### config.mk
export PLATFORM = sky130hd
export DESIGN_NAME = tag_gateway
export DESIGN_NICKNAME = d
export VERILOG_FILES = /design/src/verilog/tag_pkg.sv /design/src/verilog/tag_trace_replay.sv /design/src/verilog/tag_master.sv /design/src/verilog/tag_client.sv /design/src/verilog/tag_gateway.sv
export SDC_FILE = /design/constraint.sdc
export NUM_CORES = 1
export LEC_CHECK = 0
export ABC_AREA = 1
export BUFFER_PORTS_ARGS = -buffer_cell sky130_fd_sc_hd__buf_2
export CELL_PAD_IN_SITES_DETAIL_PLACEMENT = 2
export CELL_PAD_IN_SITES_GLOBAL_PLACEMENT = 2
export CORE_MARGIN = 1.5
export CORE_UTILIZATION = 32
export CTS_CLUSTER_SIZE = 25
export DETAILED_ROUTE_END_ITERATION = 12
export PLACE_DENSITY_LB_ADDON = 0.25
export SKIP_LAST_GASP = 1
export SYNTH_ARGS = -nofsm -noshare
export SYNTH_HDL_FRONTEND = slang
export SYNTH_SLANG_ARGS = --single-unit
### constraint.sdc
create_clock -name tag_clk_i -period 1.9 [get_ports tag_clk_i]
set_clock_uncertainty 0.2 [all_clocks]
set_input_delay 0.19 -clock tag_clk_i [delete_from_list [all_inputs] [get_ports tag_clk_i]]
set_output_delay 0.19 -clock tag_clk_i [all_outputs]
set_load 0.02 [all_outputs]
### src/verilog/tag_pkg.sv
`default_nettype none

package tag_pkg;

  //////////////////////////////////////////////////////////////////////
  // Field widths

  localparam int TAG_DID_WIDTH       = 4;
  localparam int TAG_CLIENT_ID_WIDTH = 2;
  localparam int TAG_PAYLOAD_WIDTH   = TAG_DID_WIDTH + 1;
  localparam int TAG_OP_WIDTH        = 2;
  localparam int TAG_ENTRY_WIDTH     = TAG_OP_WIDTH + TAG_CLIENT_ID_WIDTH + 1 + TAG_PAYLOAD_WIDTH;

  // Start bit, client id, data-not-reset, payload
  localparam int TAG_PACKET_LEN = 1 + TAG_CLIENT_ID_WIDTH + 1 + TAG_PAYLOAD_WIDTH;

  // Opcode sits on top, the rest of an entry is the packet body
  localparam int TAG_OP_LSB = TAG_ENTRY_WIDTH - TAG_OP_WIDTH;

  // Reset request is the top payload bit
  localparam int TAG_PAYLOAD_RESET_BIT = TAG_PAYLOAD_WIDTH - 1;

  //////////////////////////////////////////////////////////////////////
  // Types

  typedef logic [TAG_DID_WIDTH-1:0]       tag_did_t;
  typedef logic [TAG_CLIENT_ID_WIDTH-1:0] tag_client_id_t;
  typedef logic [TAG_PAYLOAD_WIDTH-1:0]   tag_payload_t;

  // {op, client id, dnr, payload}
  typedef logic [TAG_ENTRY_WIDTH-1:0]     tag_trace_entry_t;

  typedef enum logic [TAG_OP_WIDTH-1:0]
  {
    op_nop    = 2'b00,
    op_send   = 2'b01,
    op_wait   = 2'b10,
    op_finish = 2'b11
  } tag_op_e;

  typedef enum logic [1:0]
  {
    rp_idle,
    rp_send,
    rp_wait,
    rp_done
  } replay_state_e;

endpackage

`default_nettype wire

### src/verilog/tag_trace_replay.sv
`default_nettype none

module tag_trace_replay
  (
    input  logic                      tag_clk_i,
    input  logic                      rst_n_i,

    input  logic                      trace_v_i,
    input  tag_pkg::tag_trace_entry_t trace_data_i,
    output logic                      trace_ready_o,

    output logic                      tag_data_o,
    output logic                      tag_en_o,
    output logic                      done_o
  );

  import tag_pkg::*;

  localparam int cnt_w_lp = $clog2(TAG_PACKET_LEN + 1);
  localparam logic [cnt_w_lp-1:0] pkt_len_lp = cnt_w_lp'(TAG_PACKET_LEN);

  replay_state_e             state_r;
  tag_op_e                   op;
  logic                      accept;
  logic [TAG_PACKET_LEN-1:0] pkt_sh_r;
  logic [cnt_w_lp-1:0]       bit_cnt_r;
  tag_payload_t              wait_cnt_r;
  logic                      tag_data_r;
  logic                      tag_en_r;

  assign op            = tag_op_e'(trace_data_i[TAG_OP_LSB +: TAG_OP_WIDTH]);
  assign trace_ready_o = (state_r == rp_idle);
  assign accept        = trace_v_i & trace_ready_o;

  //////////////////////////////////////////////////////////////////////
  // Entry decode and sequencing

  always_ff @(posedge tag_clk_i or negedge rst_n_i)
    if (!rst_n_i)
      begin
        state_r    <= rp_idle;
        bit_cnt_r  <= '0;
        wait_cnt_r <= '0;
        tag_en_r   <= 1'b0;
        tag_data_r <= 1'b0;
      end
    else
      case (state_r)
        rp_idle:
          if (accept)
            case (op)
              op_send:
                begin
                  state_r   <= rp_send;
                  bit_cnt_r <= pkt_len_lp;
                end
              op_wait:
                begin
                  state_r    <= rp_wait;
                  wait_cnt_r <= trace_data_i[TAG_PAYLOAD_WIDTH-1:0];
                end
              // A nop is a zero-length wait
              op_nop:
                begin
                  state_r    <= rp_wait;
                  wait_cnt_r <= '0;
                end
              default:
                state_r <= rp_done;
            endcase
        rp_send:
          if (bit_cnt_r != '0)
            begin
              tag_en_r   <= 1'b1;
              tag_data_r <= pkt_sh_r[TAG_PACKET_LEN-1];
              bit_cnt_r  <= bit_cnt_r - 1'b1;
            end
          else
            begin
              tag_en_r   <= 1'b0;
              tag_data_r <= 1'b0;
              state_r    <= rp_idle;
            end
        rp_wait:
          if (wait_cnt_r == '0)
            state_r <= rp_idle;
          else
            wait_cnt_r <= wait_cnt_r - 1'b1;
        default:
          state_r <= rp_done;
      endcase

  // Packet shifter sends the MSB first
  always_ff @(posedge tag_clk_i)
    if (accept && (op == op_send))
      pkt_sh_r <= {1'b1, trace_data_i[TAG_OP_LSB-1:0]};
    else if (state_r == rp_send)
      pkt_sh_r <= {pkt_sh_r[TAG_PACKET_LEN-2:0], 1'b0};

  assign tag_data_o = tag_data_r;
  assign tag_en_o   = tag_en_r;
  assign done_o     = (state_r == rp_done);

endmodule

`default_nettype wire

### src/verilog/tag_master.sv
`default_nettype none

module tag_master
  #(parameter int num_clients_p = 3)
  (
    input  logic                     tag_clk_i,
    input  logic                     rst_n_i,

    input  logic                     tag_data_i,
    input  logic                     tag_en_i,

    output logic [num_clients_p-1:0] client_v_o,
    output logic                     client_dnr_o,
    output tag_pkg::tag_payload_t    client_payload_o
  );

  import tag_pkg::*;

  localparam int body_w_lp = TAG_PACKET_LEN - 1;
  localparam int pos_w_lp  = $clog2(TAG_PACKET_LEN);
  localparam logic [pos_w_lp-1:0] last_pos_lp = pos_w_lp'(body_w_lp);

  logic [pos_w_lp-1:0]      pos_r;
  logic                     discard_r;
  logic [body_w_lp-2:0]     body_sh_r;
  logic [body_w_lp-1:0]     body;
  logic                     last_bit;
  tag_client_id_t           pkt_cid;
  logic [num_clients_p-1:0] client_v_n;
  logic [num_clients_p-1:0] client_v_r;
  logic                     dnr_r;
  tag_payload_t             payload_r;

  // Body completes with the bit on the wire this cycle
  assign body     = {body_sh_r, tag_data_i};
  assign pkt_cid  = body[body_w_lp-1 -: TAG_CLIENT_ID_WIDTH];
  assign last_bit = tag_en_i & ~discard_r & (pos_r == last_pos_lp);

  // Ids past the last client match nothing
  always_comb
    begin
      client_v_n = '0;
      for (int i = 0; i < num_clients_p; i++)
        client_v_n[i] = last_bit & (pkt_cid == tag_client_id_t'(i));
    end

  //////////////////////////////////////////////////////////////////////
  // Deframer

  always_ff @(posedge tag_clk_i or negedge rst_n_i)
    if (!rst_n_i)
      begin
        pos_r      <= '0;
        discard_r  <= 1'b0;
        client_v_r <= '0;
      end
    else
      begin
        client_v_r <= client_v_n;
        if (!tag_en_i)
          begin
            pos_r     <= '0;
            discard_r <= 1'b0;
          end
        else if (!discard_r)
          if (pos_r == '0)
            if (tag_data_i)
              pos_r <= pos_r + 1'b1;
            else
              discard_r <= 1'b1;   // bad start bit drops the rest
          else if (last_bit)
            pos_r <= '0;
          else
            pos_r <= pos_r + 1'b1;
      end

  always_ff @(posedge tag_clk_i)
    begin
      if (tag_en_i && !discard_r && (pos_r != '0))
        body_sh_r <= body[body_w_lp-2:0];
      if (last_bit)
        begin
          dnr_r     <= body[TAG_PAYLOAD_WIDTH];
          payload_r <= body[TAG_PAYLOAD_WIDTH-1:0];
        end
    end

  assign client_v_o       = client_v_r;
  assign client_dnr_o     = dnr_r;
  assign client_payload_o = payload_r;

endmodule

`default_nettype wire

### src/verilog/tag_client.sv
`default_nettype none

module tag_client
  (
    input  logic                  tag_clk_i,
    input  logic                  rst_n_i,

    input  logic                  recv_v_i,
    input  logic                  recv_dnr_i,
    input  tag_pkg::tag_payload_t recv_payload_i,
    input  logic                  done_i,

    output logic                  reset_o,
    output tag_pkg::tag_did_t     did_o,
    output logic                  new_o
  );

  import tag_pkg::*;

  tag_payload_t data_r;
  logic         new_r;

  always_ff @(posedge tag_clk_i or negedge rst_n_i)
    if (!rst_n_i)
      begin
        data_r <= '0;
        new_r  <= 1'b0;
      end
    else
      begin
        new_r <= recv_v_i;
        if (recv_v_i)
          data_r <= recv_dnr_i ? recv_payload_i : '0;
      end

  // Held in reset until the trace is done
  assign reset_o = data_r[TAG_PAYLOAD_RESET_BIT] | ~done_i;
  assign did_o   = data_r[TAG_DID_WIDTH-1:0];
  assign new_o   = new_r;

endmodule

`default_nettype wire

### src/verilog/tag_gateway.sv
`default_nettype none

module tag_gateway
  #(parameter int num_clients_p = 3)
  (
    input  logic                                 tag_clk_i,
    input  logic                                 rst_n_i,

    input  logic                                 trace_v_i,
    input  tag_pkg::tag_trace_entry_t            trace_data_i,
    output logic                                 trace_ready_o,

    output logic                                 tag_data_o,
    output logic                                 tag_en_o,
    output logic                                 done_o,

    output logic [num_clients_p-1:0]             client_reset_o,
    output tag_pkg::tag_did_t [num_clients_p-1:0] client_did_o,
    output logic [num_clients_p-1:0]             client_new_o
  );

  import tag_pkg::*;

  logic                     tag_data;
  logic                     tag_en;
  logic                     done;
  logic [num_clients_p-1:0] client_v;
  logic                     client_dnr;
  tag_payload_t             client_payload;

  //////////////////////////////////////////////////////////////////////
  // Trace replay

  tag_trace_replay replay
    (
      .tag_clk_i     (tag_clk_i),
      .rst_n_i       (rst_n_i),
      .trace_v_i     (trace_v_i),
      .trace_data_i  (trace_data_i),
      .trace_ready_o (trace_ready_o),
      .tag_data_o    (tag_data),
      .tag_en_o      (tag_en),
      .done_o        (done)
    );

  assign tag_data_o = tag_data;
  assign tag_en_o   = tag_en;
  assign done_o     = done;

  //////////////////////////////////////////////////////////////////////
  // Tag master

  tag_master #(.num_clients_p(num_clients_p)) btm
    (
      .tag_clk_i        (tag_clk_i),
      .rst_n_i          (rst_n_i),
      .tag_data_i       (tag_data),
      .tag_en_i         (tag_en),
      .client_v_o       (client_v),
      .client_dnr_o     (client_dnr),
      .client_payload_o (client_payload)
    );

  //////////////////////////////////////////////////////////////////////
  // Client 0 is the core, 1 the host and 2 the router

  for (genvar i = 0; i < num_clients_p; i++)
    begin : g_client
      tag_client btc
        (
          .tag_clk_i      (tag_clk_i),
          .rst_n_i        (rst_n_i),
          .recv_v_i       (client_v[i]),
          .recv_dnr_i     (client_dnr),
          .recv_payload_i (client_payload),
          .done_i         (done),
          .reset_o        (client_reset_o[i]),
          .did_o          (client_did_o[i]),
          .new_o          (client_new_o[i])
        );
    end

endmodule

`default_nettype wire

* Word level (Yosys, flattened, before mapping)
Cells that the tools add are included.
** Word-level totals
- Bits in registers :: 61
- Input port bits :: 13
- Output and inout port bits :: 22
- Logic and storage cells :: 96
** Cells by class
- $add $sub $neg :: 3
- Eq/ne operators :: 17
- Muxes and demuxes :: 27
- Bitwise operators :: 11
- Reductions and logical operators :: 19
** Operators by type and width (number)
- 4-bit 2-to-1 mux :: 8
- 5-bit one-hot mux with 2 select lines :: 2
- 8-bit 2-to-1 mux :: 2
- 5-bit 2-to-1 mux :: 3
- 2-bit != test (second input constant) :: 5
- 2-bit == test (second input constant) :: 4
- 4-bit one-hot mux with 2 select lines :: 1
- 4-bit AND reduction :: 2
- 4-bit nonzero test :: 2
- 1-bit AND :: 6
- 2-bit by 1-bit == test with 1-bit output (second input constant) :: 3
- 2-bit logical NOT :: 3
- 1-bit 2-to-1 mux :: 6
- 2-bit 2-to-1 mux :: 3
- 3-bit != test (second input constant) :: 2
- 2-bit one-hot mux with 3 select lines :: 1
- 2-bit nonzero test :: 3
- 5-bit logical NOT :: 1
- 5-bit by 1-bit subtractor with 5-bit output (second input constant) :: 1
- 4-bit by 1-bit adder with 4-bit output (second input constant) :: 1
- 4-bit == test (second input constant) :: 1
- 4-bit logical NOT :: 1
- 2-bit by 1-bit != test with 1-bit output (second input constant) :: 2
- 2-bit one-hot mux with 2 select lines :: 1
- 8 further kinds :: 13

* Longest topological paths before layout
Gate-level depths: netlist of run 1.
- Depth in word-level cells :: 7
- Gate-level depth with buffers :: 9
- Depth with buffers taken out :: 9

* Cells and area by module
A second synthesis of run 1 with hierarchy kept.
** Second synthesis, totals
- Cells, all modules :: 304
- Area, all modules :: 2884.0 sq um
** Modules (own cells, without submodules)
- tag_trace_replay :: times used 1, cells an instance 155, area each 1305.0 sq um
- tag_master :: times used 1, cells an instance 65, area each 817.0 sq um
- tag_client :: times used 3, cells an instance 28, area each 254.0 sq um

* Worst setup path before layout of run 1
No wires, ideal clock.
- Kind :: register to register
- Start :: register replay.state_r[0]
- End :: register replay.pkt_sh_r[0], enable pin
- Arrival time :: 1504 ps
- Data required time :: 1371 ps
- Slack :: -132 ps
- Stages on the path, launching flop included :: 8
- Buffers on the path :: 1
- Path through :: dfrtp_1 > inv_1 > ha_1 > nand2_1 > inv_2 > nand3_4 > buf_6 > nand2_1
** Between the ends
- Longest elaborated chain between the ends :: 4
- Elaborated cells on any way between the ends :: 5
- Classes of those cells :: eq/ne: 1; bitwise: 1; reduce/logical: 3
** Ends and longest elaborated chain
- from (decl) :: RTL line tag_trace_replay.sv:22 : replay_state_e state_r;
- from (signal assigned) :: RTL line tag_trace_replay.sv:41 : state_r <= rp_idle;
- from (signal assigned) :: RTL line tag_trace_replay.sv:54 : state_r <= rp_send;
- from (signal assigned) :: RTL line tag_trace_replay.sv:59 : state_r <= rp_wait;
- 2-bit logical NOT :: RTL line tag_trace_replay.sv:32 : assign trace_ready_o = (state_r == rp_idle);
- net trace_ready_o :: RTL line tag_gateway.sv:11 : output logic trace_ready_o,
- 1-bit AND :: RTL line tag_trace_replay.sv:33 : assign accept = trace_v_i & trace_ready_o;
- 1-bit logical AND :: RTL line tag_trace_replay.sv:95 : if (accept && (op == op_send))
- 2-bit nonzero test (no source line)
- to (signal assigned) :: RTL line tag_trace_replay.sv:96 : pkt_sh_r <= {1'b1, trace_data_i[TAG_OP_LSB-1:0]};
- to (signal assigned) :: RTL line tag_trace_replay.sv:98 : pkt_sh_r <= {pkt_sh_r[TAG_PACKET_LEN-2:0], 1'b0};
- to (decl) :: RTL line tag_trace_replay.sv:25 : logic [TAG_PACKET_LEN-1:0] pkt_sh_r;
The timed path passes the listed nets, and every way through them passes these cells.
A chain may end at the register's enable or synchronous reset.

* Worst setup path in the final report of run 1
- Start :: register replay.state_r[0]
- End :: output port client_reset_o[2]
** Between the ends
- Longest elaborated chain between the ends :: 3
** Ends and longest elaborated chain
- 2-bit == test :: RTL line tag_trace_replay.sv:102 : assign done_o = (state_r == rp_done);
- 1-bit NOT :: RTL line tag_client.sv:37 : assign reset_o = data_r[TAG_PAYLOAD_RESET_BIT] | ~done_i;
- 1-bit bitwise OR :: RTL line tag_client.sv:37
- to (decl) :: RTL line tag_gateway.sv:17 : output logic [num_clients_p-1:0] client_reset_o,
Every way passes these cells.

==> flow_metrics.env, run 1 <==
export IMPL_use_met1_pct=18.62
export IMPL_synthesis_area_um2=2806
export IMPL_grtUsageTotal_pct=15.92
export IMPL_power_density_nw_per_um2=1364
export IMPL_port_buffers=34
export IMPL_hold_depth=5
export IMPL_synth_area_leaders="dfrtp_1 35%, edfxtp_1 22%, nand2_1 11%, inv_1 5.2%, buf_4 4.8%"
export IMPL_diodes=0
export IMPL_critPathMaxStageDelay_ns=0.39
export IMPL_drt_iter0_markers=100
export IMPL_ant_nets=0
export IMPL_fmax_mhz=564.8
export IMPL_syn_nets=316
export IMPL_reg2reg_setup_slack_ns=0.15
export IMPL_fp_dieArea_um2=9341
export IMPL_irDropWorstVdd_mv=0.4372
export IMPL_fin_nets=354
export IMPL_worst_slew_pin_slew_ns=0.4039
export IMPL_hold_viol=0
export IMPL_syn_avg_cell_area_um2=9.546
export IMPL_grt_pass1_vias=2358
export IMPL_synth_top_area_share_pct=34.77
export IMPL_place_congestion=0.7377
export IMPL_path_delay_family="flip-flops"
export IMPL_met2_usage_pct=28.03
export IMPL_busiest_layer="met2"
export IMPL_slowest_stage="dfrtp_1"
export IMPL_power_leakage_nw=1.579
export IMPL_antenna_found_initial=0
export IMPL_whs_ns=0.01106
export IMPL_htreeDepth=3
export IMPL_clk_latency_ns=0.35
export IMPL_place_hpwl_um=5063
export IMPL_status="finished clean"
export IMPL_yosysTopAreaCell="dfrtp_1"
export IMPL_reg2reg_from="replay.state_r[1]"
export IMPL_num_vias=2070
export IMPL_ctsRootBufferMaster="clkbuf_8"
export IMPL_cts_clk_slew_worst_paths_ns=0.07
export IMPL_grt_ovfl_total=0
export IMPL_critPathMaxFanout=4
export IMPL_synth_distinct_cells=27
export IMPL_dr_pass1_iters=4
export IMPL_grt_pass1_wl_um=11680
export IMPL_post_place_ws_ns=-0.02009
export IMPL_yosysSeqAreaShare_pct=57.96
export IMPL_layout_setup_ws_ns=0.1294
export IMPL_fp_dieW_um=96.65
export IMPL_num_rows=33
export IMPL_synth_warnings=0
export IMPL_crit_path_end_kind="output port"
export IMPL_initial_core_util_pct=33.65
export IMPL_cts_made_buffers=9
export IMPL_cts_sinks=61
export IMPL_die_y_um=96.65
export IMPL_worstPathArrival_ns=1.38
export IMPL_r2r_end="replay.pkt_sh_r[6]"
export IMPL_drive_above_1_share_pct=20.47
export IMPL_io_pins=35
export IMPL_slew_viol_final=0
export IMPL_grt_max_degree=17
export IMPL_relSlewSlack_pct=73.07
export IMPL_drc=0
export IMPL_period_minus_slack_ns=1.771
export IMPL_nFillCells=969
export IMPL_layout_area_overhead_vs_synth_pct=16.14
export IMPL_fin_cells=442
export IMPL_crit_buf_inv=2
export IMPL_core_um2=8341
export IMPL_viasPerCell=4.683
export IMPL_min_from="trace_data_i[4]"
export IMPL_cp_required_ns=1.51
export IMPL_start_kind="register"
export IMPL_max_cap_violations=0
export IMPL_cts_max_path_buffers=2
export IMPL_setup_violations=0
export IMPL_routed_wl_um=6730
export IMPL_hold_path_class="input pin to register"
export IMPL_rsz0062_at_grt="false"
export IMPL_timing_worst_setup_path_type="register to output port"
export IMPL_syn_inst=294
export IMPL_cts_tree="built"
export IMPL_wire_per_inst_um=15.23
export IMPL_dp_cells=420
export IMPL_grt_met3_usage_pct=3.757
export IMPL_min_to="replay.wait_cnt_r[4]"
export IMPL_reg2regPathDepth=8
export IMPL_synth_ff_latch_count=61
export IMPL_crit_chain="buf_4 > ha_1 > nand2_1 > buf_2"
export IMPL_min_period_over_period_pct=93.19
## where the power goes
group	internal (mW)	total (mW)	switching (mW)	leakage, nW
logic	0.546	1.57	1.03	0.766
registers	1.66	1.83	0.166	0.724
clock network	0.476	1.04	0.569	0.0891
## synthesized netlist by cell type
cell	count
or2_1	1
a31oi_1	1
clkbuf_8	1
buf_6	1
dfrtp_1	39
dfxtp_1	1
xnor2_1	2
o22ai_1	2
nor2_1	9
o211ai_1	1
a21oi_4	1
a21oi_1	3
buf_4	18
nand2_2	1
edfxtp_1	21
inv_1	39
clkinv_1	3
nand4_1	3
nor3_1	2
inv_2	1
o21ai_1	7
xor2_1	2
nand3_1	20
nand2_1	80
nand3_4	1
o21ai_0	25
ha_1	9
## repair_timing
action	in CTS	in global routing
endpoints found under the setup margin	1	16
hold endpoints to repair	41	0
buffers inserted	2	1
gates resized for setup	0	4
hold buffers	3	0
## cells in the final DEF, fill, tap and decap left out, drive strengths merged
| cell type | instances |
|---|---|
| nand2 | 81 |
| buf | 44 |
| inv | 40 |
| dfrtp | 39 |
| o21ai | 32 |
| edfxtp | 21 |
| nand3 | 21 |
| nor2 | 9 |
| clkbuf | 9 |
| ha | 9 |
| clkinv | 9 |
| a21oi | 4 |
| nand4 | 3 |
| dlygate4sd3 | 3 |
| nor3 | 2 |
| xnor2 | 2 |
| o22ai | 2 |
| xor2 | 2 |
| a31oi | 1 |
| or2 | 1 |
| o211ai | 1 |
| clkinvlp | 1 |
| dfxtp | 1 |
## sequential cells by signal (all words and copies together) (netlist names)
| name | flops |
|---|---|
| btm.pos_r | 4 |
| btm.client_v_o | 3 |
| replay.tag_en_o | 1 |
| replay.bit_cnt_r | 4 |
| replay.wait_cnt_r | 5 |
| g_client.btc.data_r | 15 |
| btm.discard_r | 1 |
| btm.body_sh_r | 7 |
| replay.pkt_sh_r | 9 |
| g_client.btc.new_o | 3 |
| btm.client_payload_o | 5 |
| btm.client_dnr_o | 1 |
| replay.tag_data_o | 1 |
| replay.state_r | 2 |
## metrics by stage
step / util (%) / cell area [um^2] / total power, mW / setup TNS (ns)
final: 39.08 / 3259 / 4.446 / 0
after CTS: 38.84 / 3239 / 4.490 / 0
after floorplan: - / 2811 / 2.937 / 0
after global routing: 39.08 / 3259 / 4.806 / 0
after global placement: 36.18 / 3018 / 3.332 / 0
after detailed placement: 36.18 / 3018 / 3.411 / -0.02009
## worst max-delay path by stage
stage	to	slack [ns]	startpoint	depth (start not counted)
after floorplan	replay.pkt_sh_r[0]	0.05	replay.state_r[0]	7
after global placement	replay.pkt_sh_r[7]	0.1	replay.state_r[1]	8
after detailed placement	replay.pkt_sh_r[6]	-0.02	replay.state_r[1]	8
after CTS	replay.pkt_sh_r[6]	0.004	replay.state_r[1]	8
after global routing	btm.pos_r[1]	0.003	btm.pos_r[0]	6
final	client_reset_o[2]	0.13	replay.state_r[0]	4
## kinds of logic after synthesis
logic type	synth area share [%]
AOI/OAI and AO/OA	7.758
DFF	57.96
adders and majority gates	4.013
buffers and inverters	11.46
and+or+nand+nor	17.57
xor gates and xnor gates	1.249
## worst reg2reg max path, stage by stage, from the launching register on
cell and delay [ns]:
dfrtp_1 0.44, inv_2 0.10, ha_4 0.16, nand2_2 0.07, inv_2 0.08, nand3_4 0.12, buf_4 0.20, nand2_1 0.07
o21ai_1 0.08
## metal layers
metal  wire length [um]  vias to the layer above
met3                233                       11
met4                113                        0
met2               3456                       34
li1                   -                     1000
met5                  0                        -
met1               2926                     1025
## area by class of cell
cell class / instances / area (um^2) / area share [%]
well taps: 105 / 131.4 / 4.031
flip-flops and latches: 61 / 1627 / 49.90
clock inverters: 7 / 52.55 / 1.612
clock buffers: 9 / 123.9 / 3.800
multi-input cells: 170 / 875.8 / 26.87
repair buffers: 47 / 287.8 / 8.829
inverters: 43 / 161.4 / 4.952
No activity file was read; power rests on OpenSTA's default activity.
==> run 2, diff against run 1 <==
==> constraint.sdc (replaced) <==
create_clock -name tag_clk_i -period 1.47 [get_ports tag_clk_i]
set_clock_uncertainty 0.2 [all_clocks]
set_input_delay 0.147 -clock tag_clk_i [delete_from_list [all_inputs] [get_ports tag_clk_i]]
set_output_delay 0.147 -clock tag_clk_i [all_outputs]
set_load 0.02 [all_outputs]
==> run 2 against run 1 <==
The flow now finishes with violations (negative setup slack). Clock power rose by 49%. Non-clock buffer count rose by 43. Count of clock-buffer cells in the layout rose by 2. Core utilization rose by 9.6 points. Critical path depth rose by 3. Sequential share of layout area fell by 9.8 points. Combinational power rose by 140%. Critical endpoint is now replay.pkt_sh_r[0]. Largest power group is now combinational logic. Highest routed layer unchanged.
==> flow_metrics.env, run 2 (synthesis gave the netlist of run 1 again) <==
export IMPL_slew_viol_final=0
export IMPL_num_vias=2289
export IMPL_drc=0
export IMPL_finalInstanceArea_um2=4056
export IMPL_antenna_found_initial=0
export IMPL_fp_dieW_um=96.65
export IMPL_grtUsageTotal_pct=18.88
export IMPL_period_minus_slack_ns=1.656
export IMPL_place_congestion=0.6965
export IMPL_p_comb_share_pct=49.6
export IMPL_largest_register="g_client.btc.data_r"
export IMPL_initial_core_util_pct=33.65
export IMPL_fp_dieArea_um2=9341
export IMPL_start_kind="register"
export IMPL_drive_above_1_share_pct=43.42
export IMPL_cp_required_ns=1.33
export IMPL_ant_nets=0
export IMPL_irDropWorstVdd_mv=0.7653
export IMPL_power_density_nw_per_um2=1907
export IMPL_p_switching_mw=3.050
export IMPL_reg2reg_from="replay.state_r[1]"
export IMPL_dr_pass1_iters=3
export IMPL_postLayoutCoreUtil_pct=48.63
export IMPL_rsz0062_at_grt="true"
export IMPL_p_seq_share_pct=30.4
export IMPL_cts_max_path_buffers=2
export IMPL_status="complete, but fails checks"
export IMPL_fin_nets=397
export IMPL_worst_slew_pin_slew_ns=0.3726
export IMPL_hold_viol=0
export IMPL_layout_setup_ws_ns=-0.1857
export IMPL_htreeDepth=3
export IMPL_hold_path_class="input pin to asynchronous set/reset pin"
export IMPL_max_cap_violations=0
export IMPL_crit_start="replay.state_r[1]"
export IMPL_num_rows=33
export IMPL_diodes=0
export IMPL_grt_ovfl_total=0
export IMPL_power_frac_clock_pct=20.0
export IMPL_min_period_over_period_pct=112.6
export IMPL_largest_registers="g_client.btc.data_r (15), replay.pkt_sh_r (9), btm.body_sh_r (7)"
export IMPL_largest_register_ffs=15
export IMPL_p_int_mw=4.686
export IMPL_nFillCells=898
export IMPL_clk_latency_ns=0.35
export IMPL_routed_wl_um=8451
export IMPL_port_buffers=34
export IMPL_cts_tree="built"
export IMPL_relSlewSlack_pct=75.16
export IMPL_wire_per_inst_um=17.42
export IMPL_layout_common_cells="55 x nand2_1, 39 x dfrtp_1, 31 x buf_4, 29 x buf_2, 28 x inv_1"
export IMPL_final_common_cell="nand2_1"
export IMPL_cts_sinks=61
export IMPL_setup_violations=50
export IMPL_timing_worst_setup_path_type="register to register"
export IMPL_grt_pass1_vias=2669
export IMPL_place_hpwl_um=5205
export IMPL_grt_max_degree=28
export IMPL_crit_path_end_kind="register"
export IMPL_die_y_um=96.65
export IMPL_cts_clk_slew_worst_paths_ns=0.08
export IMPL_ctsRootBufferMaster="clkbuf_8"
export IMPL_layout_area_overhead_vs_synth_pct=44.54
export IMPL_cts_made_buffers=9
export IMPL_fmax_mhz=604.0
export IMPL_violations="negative setup slack"
export IMPL_place_area_um2=3307
export IMPL_viasPerCell=4.720
export IMPL_power_leakage_nw=1.895
export IMPL_drt_iter0_markers=34
export IMPL_grt_pass1_wl_um=13720
export IMPL_netSwitchingFraction_pct=39.42
export IMPL_critPathMaxFanout=8
export IMPL_io_pins=35
export IMPL_core_um2=8341
export IMPL_worstPathArrival_ns=1.52
==> run 2: metrics by stage <==
step           hold WS, ns  std cells  total power, mW  setup slack, ns  setup TNS, ns
3_3_place_gp       -0.1298        449            4.924          -0.1665         -3.942
5_1_grt            0.04119        485            8.258          -0.2453         -8.985
2_1_floorplan      -0.3486        294            3.945          -0.1912         -2.999
6_report           0.03926        485            7.736          -0.1857         -5.618
4_1_cts            0.04327        483            7.120          -0.1450         -4.206
3_5_place_dp       -0.1189        449            5.064          -0.2760         -5.756
==> run 2: cell type report <==
type / instances / area, um^2 / area share [%]
well taps: 105 / 131.4 / 3.239
clock inverters: 5 / 58.81 / 1.450
multi-input cells: 170 / 1205 / 29.70
clock buffers: 11 / 141.4 / 3.486
repair buffers: 90 / 724.4 / 17.86
inverters: 43 / 168.9 / 4.164
flip-flops and latches: 61 / 1627 / 40.10
==> run 2: worst max-delay path, stage by stage (launching register included) <==
cell and delay [ns]:
dfrtp_1 0.41, inv_2 0.09, ha_4 0.17, nand2_4 0.06, inv_4 0.07, nand3_4 0.12
buf_6 0.17, nand2_8 0.09
==> run 2: worst paths after layout <==
check,cells past startpoint,end,slack [ns]
max,7,replay.pkt_sh_r[0],-0.19
min,2,g_client[1].btc.new_o,0.04
max reg2reg,7,replay.pkt_sh_r[0],-0.19
min reg2reg,0,g_client[1].btc.new_o,0.19
max in group asynchronous,3,replay.wait_cnt_r[4],0.54
min in group tag_clk_i,4,replay.bit_cnt_r[3],0.11
==> run 2: metal layers <==
layer,global-route usage [%],up-vias,share of wire (%)
li1,-,1091,-
met1,19.86,1139,37
met2,36.47,45,59
met3,4.480,14,2.9
met4,6.132,0,1.8
met5,0,-,0
==> run 2: repair_timing <==
item | 4_1_cts | 5_1_grt
resized for setup | 52 | 52
hold buffers | 10 | 0
pin swaps | 21 | 20
endpoints found under the setup margin | 53 | 54
hold endpoints to repair | 49 | 0
buffers inserted | 8 | 2
==> run 2: power groups by stage <==
stage	sequential, mW	clock (mW)	combinational (mW)
2_1_floorplan	2.36	0	1.58
5_1_grt	2.39	1.68	4.20
4_1_cts	2.32	1.57	3.22
6_report	2.35	1.55	3.83
3_5_place_dp	2.34	0	2.72
3_3_place_gp	2.32	0	2.60
==> run 3, diff against run 2 <==
--- a/config.mk
+++ b/config.mk
@@ -10,10 +10,11 @@
 export CELL_PAD_IN_SITES_DETAIL_PLACEMENT = 2
 export CELL_PAD_IN_SITES_GLOBAL_PLACEMENT = 2
 export CORE_MARGIN = 1.5
-export CORE_UTILIZATION = 32
+export CORE_UTILIZATION = 35
 export CTS_CLUSTER_SIZE = 25
 export DETAILED_ROUTE_END_ITERATION = 12
 export PLACE_DENSITY_LB_ADDON = 0.25
+export SETUP_SLACK_MARGIN = 0.4
 export SKIP_LAST_GASP = 1
 export SYNTH_ARGS = -nofsm -noshare
 export SYNTH_HDL_FRONTEND = slang
==> constraint.sdc (replaced) <==
create_clock -name tag_clk_i -period 2 [get_ports tag_clk_i]
set_clock_uncertainty 0.2 [all_clocks]
set_input_delay 0.2 -clock tag_clk_i [delete_from_list [all_inputs] [get_ports tag_clk_i]]
set_output_delay 0.2 -clock tag_clk_i [all_outputs]
set_load 0.02 [all_outputs]
==> run 3 against run 2 <==
Sequential share of layout area is 5.7 points higher. Die area is 8.3% lower. Hold slack got worse by 0.025 ns. The flow now finishes without violations.
==> flow_metrics.env, run 3 (synthesis gave the netlist of run 1 again) <==
export IMPL_initial_core_util_pct=36.32
export IMPL_routed_wl_um=7274
export IMPL_clk_latency_ns=0.33
export IMPL_drt_iter0_markers=29
export IMPL_grtUsageTotal_pct=17.73
export IMPL_num_vias=2127
export IMPL_timing_worst_setup_path_type="register to register"
export IMPL_diodes=0
export IMPL_slowest_stage="dfrtp_2"
export IMPL_crit_path_end_kind="register"
export IMPL_cts_sinks=61
export IMPL_min_period_over_period_pct=84.79
export IMPL_grt_pass1_vias=2339
export IMPL_largest_register="g_client.btc.data_r"
export IMPL_relSlewSlack_pct=65.96
export IMPL_cp_required_ns=1.88
export IMPL_layout_setup_ws_ns=0.3041
export IMPL_hold_path_class="input pin to register"
export IMPL_max_cap_violations=0
export IMPL_start_kind="register"
export IMPL_critPathMaxStageDelay_ns=0.45
export IMPL_fin_nets=368
export IMPL_ant_nets=0
export IMPL_largest_register_ffs=15
export IMPL_grt_ovfl_total=0
export IMPL_post_place_ws_ns=0.2137
export IMPL_power_leakage_nw=1.693
export IMPL_wire_per_inst_um=16.06
export IMPL_layout_area_overhead_vs_synth_pct=26.71
export IMPL_io_pins=35
export IMPL_critPathMaxFanout=10
export IMPL_hold_viol=0
export IMPL_core_um2=7727
export IMPL_htreeDepth=3
export IMPL_worst_slew_pin_slew_ns=0.5106
export IMPL_cts_clk_slew_worst_paths_ns=0.07
export IMPL_fin_cells=453
export IMPL_irDropWorstVdd_mv=0.5605
export IMPL_port_buffers=34
export IMPL_fp_dieW_um=92.55
export IMPL_crit_chain="inv_2 > ha_4 > nand2_4 > inv_4 > nand3_4 > buf_6 > nand2_1 > o21ai_1"
export IMPL_cts_made_buffers=9
export IMPL_status="finished clean"
export IMPL_fp_dieArea_um2=8565
export IMPL_ctsRootBufferMaster="clkbuf_8"
export IMPL_cts_max_path_buffers=2
export IMPL_drc=0
export IMPL_num_rows=32
export IMPL_viasPerCell=4.695
export IMPL_power_density_nw_per_um2=1387
export IMPL_fmax_mhz=589.7
export IMPL_finalInstanceArea_um2=3556
export IMPL_place_congestion=0.7562
export IMPL_grt_max_degree=21
export IMPL_setup_tns_ns=0
export IMPL_dp_cells=416
export IMPL_rsz0062_at_grt="true"
export IMPL_period_minus_slack_ns=1.696
export IMPL_die_y_um=92.55
export IMPL_whs_ns=0.01454
export IMPL_setup_violations=0
export IMPL_grt_pass1_wl_um=11520
export IMPL_layout_common_cells="73 x nand2_1, 37 x dfrtp_1, 32 x buf_2, 31 x inv_1, 23 x buf_4"
export IMPL_slew_viol_final=0
export IMPL_final_common_cell="nand2_1"
export IMPL_place_area_um2=3028
export IMPL_dr_pass1_iters=4
export IMPL_worstPathArrival_ns=1.57
export IMPL_drive_above_1_share_pct=32.76
export IMPL_cts_tree="built"
export IMPL_place_hpwl_um=4681
export IMPL_largest_registers="g_client.btc.data_r (15), replay.pkt_sh_r (9), btm.body_sh_r (7)"
export IMPL_antenna_found_initial=0
-- run 3: cell type report --
cell class / instances / area [um^2]
fill: 837 / 4172
multi-input combinational: 170 / 1041
clock buffer: 10 / 148.9
timing repair buffer: 61 / 399.1
tap: 102 / 127.6
inverter: 43 / 168.9
clock inverter: 6 / 41.29
sequential: 61 / 1629
-- run 3: metrics by stage --
stage	total power, mW	utilization (%)
2_1_floorplan	2.852	-
3_3_place_gp	3.215	39.18
3_5_place_dp	3.304	39.18
4_1_cts	4.621	44.06
5_1_grt	5.289	46.02
6_report	4.932	46.02
-- run 3: where the power goes --
| group | switching [mW] | internal [mW] | total, mW |
|---|---|---|---|
| sequential | 0.168 | 1.58 | 1.75 |
| clock | 0.531 | 0.530 | 1.06 |
| combinational | 1.28 | 0.845 | 2.12 |
-- run 3: metal layers --
metal | global-route usage, % | wire (um) | vias up
met5 | 0 | 0 | -
met4 | 6.923 | 95 | 0
met3 | 3.859 | 179 | 6
met2 | 30.15 | 3829 | 24
met1 | 21.85 | 3170 | 1067
li1 | - | - | 1030
-- run 3: path summary, 6_finish.rpt --
kind                            depth (start not counted)         startpoint                         to  slack [ns]
worst min-delay path                                    3    trace_data_i[7]         replay.pkt_sh_r[7]        0.01
worst max register to register                          8  replay.state_r[0]         replay.pkt_sh_r[4]        0.30
max in group asynchronous                               3            rst_n_i       replay.wait_cnt_r[3]        0.88
worst min register to register                          0  btm.client_v_o[2]      g_client[2].btc.new_o        0.19
min in group asynchronous                               2            rst_n_i  g_client[2].btc.data_r[3]        0.16
worst max-delay path                                    8  replay.state_r[0]         replay.pkt_sh_r[4]        0.30
-- run 3: what timing repair did --
| action | in CTS | in global routing |
|---|---|---|
| setup buffers | 13 | 7 |
| endpoints found under the hold margin | 18 | 0 |
| hold buffers | 1 | 0 |
| pin swaps | 10 | 9 |
| cloned | 0 | 0 |
| endpoints found under the setup margin | 42 | 52 |
| gates resized for setup | 28 | 27 |
-- run 3: critical path, delay by kind of cell (launching register included) --
kind | cells | cell delay [ns]
flip-flops | 1 | 0.45
buffers and inverters | 3 | 0.31
AND/OR/NAND/NOR | 3 | 0.21
adder cells (fa/ha/maj) | 1 | 0.18
AO/OA/AOI/OAI | 1 | 0.09
